===== src/common/ntt_mem_defs.svh =====
`ifndef NTT_MEM_DEFS_SVH
`define NTT_MEM_DEFS_SVH

// parallel access lanes.
`define NTT_LANES 16

// memory banks.
`define NTT_BANKS 16

// words per bank, power of two.
`define NTT_DEPTH 8

// coefficient width in bits.
`define NTT_DATA_W 16

// lanes still active in the final transform stage.
`define NTT_LAST_LANES 2

`endif


===== src/common/ntt_mem_pkg.sv =====
`include "ntt_mem_defs.svh"

package ntt_mem_pkg;

    // bank select.
    typedef logic [$clog2(`NTT_BANKS)-1:0] bank_idx_t;

    // word address inside one bank.
    typedef logic [$clog2(`NTT_DEPTH)-1:0] addr_idx_t;

    // one coefficient word.
    typedef logic [`NTT_DATA_W-1:0] coef_t;

    // one bit per lane, set for active lanes.
    typedef logic [`NTT_LANES-1:0] lane_mask_t;

    // names one storage word.
    typedef struct packed {
        bank_idx_t bank;
        addr_idx_t addr;
    } lane_loc_t;

    // per-lane locations, lane 0 in the low slot.
    typedef lane_loc_t [`NTT_LANES-1:0] loc_vec_t;

    // per-lane coefficients.
    typedef coef_t [`NTT_LANES-1:0] coef_vec_t;

endpackage


===== src/ntt_mem/read_stage.sv =====
`timescale 1ns/10ps

`include "ntt_mem_defs.svh"

module read_stage
    import ntt_mem_pkg::*;
(
    input  logic       clk,
    input  logic       rst,
    input  lane_mask_t lane_mask,
    input  logic       rd_en,
    input  logic       wr_en,
    input  loc_vec_t   rd_loc,
    input  coef_vec_t  mux_data,
    output coef_vec_t  rd_data,
    output loc_vec_t   rd_loc_echo,
    output logic       rd_valid,
    output logic       wr_done
);

    // next register values.
    coef_vec_t rd_data_d;
    loc_vec_t  rd_loc_d;

    // idle cycles and masked lanes load zero.
    always_comb begin
        for (int l = 0; l < `NTT_LANES; l++) begin
            if (rd_en && lane_mask[l]) begin
                rd_data_d[l] = mux_data[l];
                rd_loc_d[l]  = rd_loc[l];
            end else begin
                rd_data_d[l] = '0;
                rd_loc_d[l]  = '0;
            end
        end
    end

    always_ff @(posedge clk or posedge rst) begin
        if (rst) begin
            rd_data     <= '0;
            rd_loc_echo <= '0;
            rd_valid    <= 1'b0;
            wr_done     <= 1'b0;
        end else begin
            rd_data     <= rd_data_d;
            rd_loc_echo <= rd_loc_d;
            rd_valid    <= rd_en;
            // write already landed in storage at this edge.
            wr_done     <= wr_en;
        end
    end

    // no stale data leaks out between reads.
    a_idle_zero: assert property (
        @(posedge clk) disable iff (rst)
        !rd_valid |-> (rd_data == '0)
    ) else $error("read_stage: rd_data nonzero while rd_valid low");

endmodule


===== config.mk =====
export PLATFORM = sky130hd
export DESIGN_NAME = read_stage
export DESIGN_NICKNAME = d
export VERILOG_FILES = /design/src/common/ntt_mem_pkg.sv /design/src/ntt_mem/read_stage.sv
export VERILOG_INCLUDE_DIRS = /design/src /design/src/common
export SDC_FILE = /design/constraint.sdc
export NUM_CORES = 1
export LEC_CHECK = 0
export BUFFER_PORTS_ARGS = -buffer_cell sky130_fd_sc_hd__clkbuf_2
export CORE_AREA = 2 2 296 298
export CTS_CLUSTER_SIZE = 14
export DETAILED_ROUTE_END_ITERATION = 7
export DIE_AREA = 0 0 298 300
export PLACE_DENSITY_LB_ADDON = 0.15
export RECOVER_POWER = 100
export SLEW_MARGIN = 20
export SYNTH_ARGS = -nofsm -noshare
export SYNTH_HDL_FRONTEND = slang
export SYNTH_SLANG_ARGS = --single-unit

===== constraint.sdc =====
create_clock -name clk -period 14.9 [get_ports clk]
set_input_delay 1.49 -clock clk [delete_from_list [all_inputs] [get_ports clk]]
set_output_delay 1.49 -clock clk [all_outputs]
set_load 0.005 [all_outputs]

==> summary.txt, run 1 <==
Run status
  – Run status: finished, violations left
  – Failing checks: capacitance limit, slew limit

Floorplan
  – Io pins: 758
  – Initial Util: 13.8%
  – DIE WIDTH: 298 microns
  – Die area: 0.0894 sq mm
  – Core footprint: 0.0862 sq mm
  – Rows: 108
  – Die height: 300 microns

Global routing
  – Initial antenna violation count: 3
  – Number of global-route vias before repair: 10300
  – Remaining Overflow, GRT: 0
  – Largest net degree at the start of global routing: 146
  – GRT Overall Usage: 10.4%
  – Global-route wire length before repair: 69600 microns

CTS
  – Cts repair resizes: 0
  – Clk buf depth: 3
  – Post-CTS Setup Bufs: 0
  – Clk sinks: 370
  – CTS HTree Levels: 2
  – Clock root cell: clkbuf_16
  – CTS buffer count: 45
  – # hold bufs at CTS: 0
  – Reg clk slew, reported paths: 0.06 ns
  – CTS tree: yes

Placement
  – Gpl congestion: 0.844
  – Dpl hpwl: 35900 microns
  – # port buffers: 757

Power
  – VDD IR-drop max: 0.0000614 V
  – Leak: 10.0 nW
  – PwrDens: 131 mW/mm^2
  – Total power: 2.35 mW

Drt
  – DR pass1 iterations: 4
  – Antenna Nets Post-Route: 0
  – DRC: 0
  – Wirelength per Cell: 17.8 microns
  – Vias per cell: 3.44
  – Initial drt markers: 327
  – Via Count: 9413
  – Routed WL: 48700 microns

Logic synthesis
  – Yosys top cell by area: dfrtp_1
  – Synth Area in Simple Gates: 19.4%
  – Largest family of logic cells by synthesized area: simple AND/OR/NAND/NOR gates
  – Synthesized area per cell: 14.6 sq um
  – XOR/XNOR Fraction of Synth Area: 0%
  – Top cells by area, synth: dfrtp_1 (78%), and3_1 (19%), buf_2 (1.5%)
  – Syn_nets: 1199
  – Adder-cell share of the synthesized area: 0%
  – Synthesis-stage register bit count: 370
  – Yosys warnings: 0
  – Sequential area share after synthesis: 77.9%
  – Distinct cells, synth: 6
  – Post-synthesis compound-gate area fraction: 0%
  – Gate Count Post-Synth: 811
  – Post-synthesis mux area share: 0%
  – Synthesized cell area: 0.0119 sq mm
  – Share of the synthesized area in the top cell type: 77.9%

STA
  – Setup TNS: 0 ns
  – Max Transition Viols Final: 414
  – Worst-margin pin slew: 5.14 ns
  – Tmin final: 7.76 ns
  – Worst slew margin: -242%
  – RSZ-0062 raised after global routing: false
  – Max Clock Freq: 0.129 GHz
  – Final Cycle Share: 52.1%
  – Final hold vios: 0
  – Setup Viol. Count Final: 0

Job
  – Max_cap viols: 4

Worst setup path
  – CP startpoint kind: primary input
  – Critical path arrival: 8.24 ns
  – Max FO, Critical Path: 145
  – Worst Path Required: 15.38 ns
  – Critical path class: primary input to register
  – CP Capture Type: register

Layout
  – Layout Area Growth over Synthesis: 51.2%
  – Commonest non-fill, non-tap cell in the layout: clkbuf_2
  – Share of cells above drive strength 1: 32.8%
  – Post-layout nets: 1936
  – Most frequent cells in the layout: clkbuf_2 (448), dfrtp_1 (370), and3_1 (368)

Min path
  – Worst min path class: primary input to register
-- final cells by class --
class	count	area [sq um]
antenna	1	2.50
multi-input combinational	368	2300
inverter	1	5.00
clock buffer	68	1350
timing repair buffer	762	3450
sequential	370	9260
fill	9622	68300
clock inverter	9	153
tap	1155	1450
-- synthesized netlist by cell type (all sizes together) --
cell	n
and3	368
buf	35
clkbuf	37
dfrtp	370
inv	1
-- registers in the layout, indices dropped and copies added (netlist names) --
name,count
rd_data,256
rd_loc_echo,112
wr_done,1
rd_valid,1
-- metrics by stage --
stage / util, % / area [sq um] / worst slack [ns] / hold slack, ns / std cells
final: 20.8 / 18000 / 7.14 / 1.03 / 2734
after global placement: 19.6 / 16900 / 10.89 / 1.60 / 2656
after CTS: 21.3 / 18400 / 11.49 / 0.969 / 2733
after global routing: 20.8 / 18000 / 6.18 / 0.979 / 2734
after floorplan: - / 11900 / 3.14 / 1.52 / 811
after detailed placement: 19.6 / 16900 / 10.84 / 1.60 / 2656
-- logic make-up (layout without fill, tap and decap cells) --
family                 after synthesis  in the layout
buffers and inverters               73            840
flip-flops                         370            370
other                                0              1
AND/OR/NAND/NOR                    368            368
-- path summary, 6_finish.rpt --
check | start | endpoint | cells past startpoint
worst max-delay path | rd_en | rd_data[196] | 3
worst min-delay path | wr_en | wr_done | 1
max in group asynchronous | rst | rd_loc_echo[77] | 4
min in group asynchronous | rst | rd_data[163] | 2
-- worst max-delay path, stage by stage --
cell      delay (ns)
clkbuf_1        3.53
clkbuf_1        2.55
and3_1          0.53
-- per-layer routing --
metal  global-route usage, %  vias up  wire length (microns)
met5                       0        -                     27
met4                    3.37        4                   1320
met3                    4.15       75                   4210
met2                    18.7      397                  25600
met1                    11.0     4683                  17500
li1                        -     4254                      -
-- power by group --
group | internal [mW] | leakage, nW | switching, mW | total [mW]
Combinational | 0.0737 | 4.33 | 0.0967 | 0.170
Clock | 0.687 | 0.735 | 0.434 | 1.12
Sequential | 1.04 | 4.97 | 0.0112 | 1.05
Note: power is estimated with default switching activity, not from simulation.
==> inputs of run 2 (changes only) <==
--- a/config.mk
+++ b/config.mk
@@ -6,11 +6,12 @@
 export SDC_FILE = /design/constraint.sdc
 export NUM_CORES = 1
 export LEC_CHECK = 0
+export ABC_AREA = 1
 export BUFFER_PORTS_ARGS = -buffer_cell sky130_fd_sc_hd__clkbuf_2
-export CORE_AREA = 2 2 296 298
+export CORE_AREA = 2 2 295 297
 export CTS_CLUSTER_SIZE = 14
 export DETAILED_ROUTE_END_ITERATION = 7
-export DIE_AREA = 0 0 298 300
+export DIE_AREA = 0 0 297 299
 export PLACE_DENSITY_LB_ADDON = 0.15
 export RECOVER_POWER = 100
 export SLEW_MARGIN = 20
==> constraint.sdc (replaced) <==
create_clock -name clk -period 6.8 [get_ports clk]
set_input_delay 0.68 -clock clk [delete_from_list [all_inputs] [get_ports clk]]
set_output_delay 0.68 -clock clk [all_outputs]
set_load 0.005 [all_outputs]
==> summary.txt, run 2 <==
Worst setup path
  – Critical path class: primary input to async pin
  – Worst-path cell chain: clkbuf_2, clkinvlp_2, buf_12, clkbuf_1
  – CP Capture Type: async pin
  – Slowest cell on crit path: clkbuf_1
  – Worst Path Required: 7.02 ns (-8.36 ns)
  – CP startpoint kind: primary input
  – CP peak stage delay: 1.60 ns (-1.93 ns)
  – Critical path arrival: 3.75 ns (-4.49 ns)
  – Max FO, Critical Path: 102 (-30%)

Floorplan
  – Initial Util: 14.6% (+0.77 points)
  – Die area: 0.0888 sq mm (-0.67%)
  – Die height: 299 microns (-0.33%)
  – Core footprint: 0.0859 sq mm (-0.31%)
  – Rows: 108 (unchanged)
  – Io pins: 758 (unchanged)
  – DIE WIDTH: 297 microns (-0.34%)

CTS
  – CTS HTree Levels: 2 (unchanged)
  – Clk sinks: 370 (unchanged)
  – Cts repair resizes: 0 (unchanged)
  – Reg clk slew, reported paths: 0.06 ns (about the same)
  – Clk buf depth: 3 (unchanged)
  – CTS tree: yes
  – CTS buffer count: 46 (+2.2%)
  – Post-CTS Setup Bufs: 0 (unchanged)
  – # hold bufs at CTS: 0 (unchanged)
  – Clock root cell: clkbuf_16

Run status
  – Failing checks: capacitance limit, slew limit
  – Run status: finished, violations left

Placement
  – Dpl hpwl: 35600 microns (-0.85%)
  – # port buffers: 757 (unchanged)
  – Placed cell count: 3041 (+14%)
  – Gpl congestion: 0.820 (-2.8%)

Global routing
  – Number of global-route vias before repair: 10900 (+6.1%)
  – GRT Overall Usage: 10.0% (-0.35 points)
  – Remaining Overflow, GRT: 0 (unchanged)
  – Initial antenna violation count: 2 (-1)
  – Global-route wire length before repair: 68000 microns (-2.2%)
  – Largest net degree at the start of global routing: 143 (-2.1%)

Min path
  – Worst min path class: primary input to register

Layout
  – Layout Area Growth over Synthesis: 48.4%
  – Commonest non-fill, non-tap cell in the layout: clkbuf_2
  – Max FFs per register: 256 (unchanged)
  – Regs by FF count: rd_data (256), rd_loc_echo (112)
  – Post-layout nets: 2322 (+20%)
  – Layout Cells excl Fill: 3125 (+14%)
  – Most frequent cells in the layout: clkbuf_2 (471), dfrtp_1 (370), inv_1 (368)
  – Share of cells above drive strength 1: 28.3% (-4.5 points)
  – Largest Register: rd_data

Drt
  – DRC: 0 (unchanged)
  – Antenna Nets Post-Route: 0 (unchanged)
  – Via Count: 9836 (+4.5%)
  – Vias per cell: 3.15 (-8.6%)
  – Routed WL: 45400 microns (-6.7%)
  – DR pass1 iterations: 4 (unchanged)
  – Wirelength per Cell: 14.5 microns (-18%)
  – Initial drt markers: 288 (-12%)

STA
  – Worst-margin pin slew: 2.17 ns (-2.97 ns)
  – Max Transition Viols Final: 129 (-69%)
  – Tmin final: 3.54 ns
  – Max Clock Freq: 0.283 GHz
  – Worst slew margin: -44.7% (+200 points)
  – RSZ-0062 raised after global routing: false
  – Final Cycle Share: 52.0%
  – Setup Viol. Count Final: 0 (unchanged)
  – Final hold vios: 0 (unchanged)
  – Setup TNS: 0 ns (unchanged)

Power
  – Clock group share of total power: 47.2% (-0.6 points)
  – Logic gate share of total power: 7.5% (+0.2 points)
  – Internal power: 3.91 mW (+120%)
  – Net Sw Power: 1.20 mW (+120%)
  – VDD IR-drop max: 0.000138 V (+120%)
  – PwrDens: 275 mW/mm^2 (+110%)
  – Leak: 10.8 nW (+8.0%)
  – Sequential fraction of design power: 45.2% (+0.3 points)
  – Sw frac: 23.5% (+0.36 points)

Logic synthesis
  – Distinct cells, synth: 10 (+4)
  – Gate Count Post-Synth: 1157 (+43%)
  – Yosys warnings: 0 (unchanged)
  – Top cells by area, synth: dfrtp_1 (74%), inv_1 (11%), nor2_1 (11%)
  – Synthesized area per cell: 10.8 sq um (-26%)
  – Sequential area share after synthesis: 74.0% (-3.9 points)
  – Synthesis-stage register bit count: 370 (unchanged)
  – Commonest cells post-synth: dfrtp_1 (370), inv_1 (369), nor2_1 (355)
  – Share of the synthesized area in the top cell type: 74.0% (-3.9 points)
  – Syn_nets: 1545 (+29%)
  – Post-synth top flop: dfrtp_1
  – Yosys top cell by area: dfrtp_1
  – Asr flop ratio synth: 100% (unchanged)
  – Synthesized cell area: 0.0125 sq mm (+5.3%)
  – Post-synth EDFFs: 0 (unchanged)
  – Count leader, synth: dfrtp_1

Job
  – Max_cap viols: 4 (unchanged)
-- run 2: changes by cell type after synthesis, sizes merged --
cell	before	now
buf	35	34
clkbuf	37	0
inv	1	369
nor2	0	368
nand2	0	16
and3	368	0
-- run 2: path summary, 6_finish.rpt --
path / to / slack, ns / cells after the start / start
max: rd_data[240] / 3.26 / 4 / rst
min: wr_done / 0.23 / 1 / wr_en
max in group clk: rd_data[175] / 3.52 / 4 / rd_en
min in group asynchronous: rd_loc_echo[32] / 0.35 / 2 / rst
-- run 2: layer usage --
layer | wire length [microns] | share of wire, % | GRT usage (%) | vias up
li1 | - | - | - | 4681
met1 | 15700 | 35 | 10.2 | 4653
met2 | 24400 | 54 | 18.8 | 429
met3 | 4100 | 9.0 | 3.92 | 71
met4 | 1190 | 2.6 | 3.09 | 2
met5 | 13 | 0.029 | 0 | -
-- run 2: through the flow --
stage               area, sq um  hold slack [ns]  power [mW]  setup WS [ns]  util, %
floorplan                 12500            0.711        2.51           1.15        -
global placement          17500            0.770        2.78           4.41     20.4
detailed placement        17500            0.778        2.77           4.36     20.4
CTS                       19000            0.141        5.26           4.92     22.1
global route              18600            0.187        5.40           2.53     21.6
finish                    18600            0.232        5.11           3.26     21.6
-- run 2: power groups by stage --
stage          clock (mW)  combinational (mW)  sequential [mW]
6_report             2.41               0.385             2.31
5_1_grt              2.64               0.444             2.32
4_1_cts              2.53               0.425             2.31
3_5_place_dp            0               0.423             2.35
3_3_place_gp            0               0.424             2.35
2_1_floorplan           0               0.150             2.36
-- run 2: critical path, delay by kind of cell --
family / cells / cell delay [ns]
buf+inv: 4 / 2.86
-- run 2: layout make-up --
| cell class | count | area (sq um) |
|---|---|---|
| Clock buffer | 73 | 1430 |
| Sequential cell | 370 | 9260 |
| Clock inverter | 9 | 77.6 |
| Timing Repair Buffer | 763 | 3490 |
| Multi-Input combinational cell | 384 | 1470 |
| Tap cell | 1155 | 1450 |
| Inverter | 369 | 1390 |
| Antenna cell | 2 | 5.00 |
| Fill cell | 9755 | 67400 |
-- run 2: cells by family after synthesis --
kind of cell | share of synthesized area, %
flip-flops | 74.0
AND/OR/NAND/NOR | 12.4
buffers and inverters | 13.6
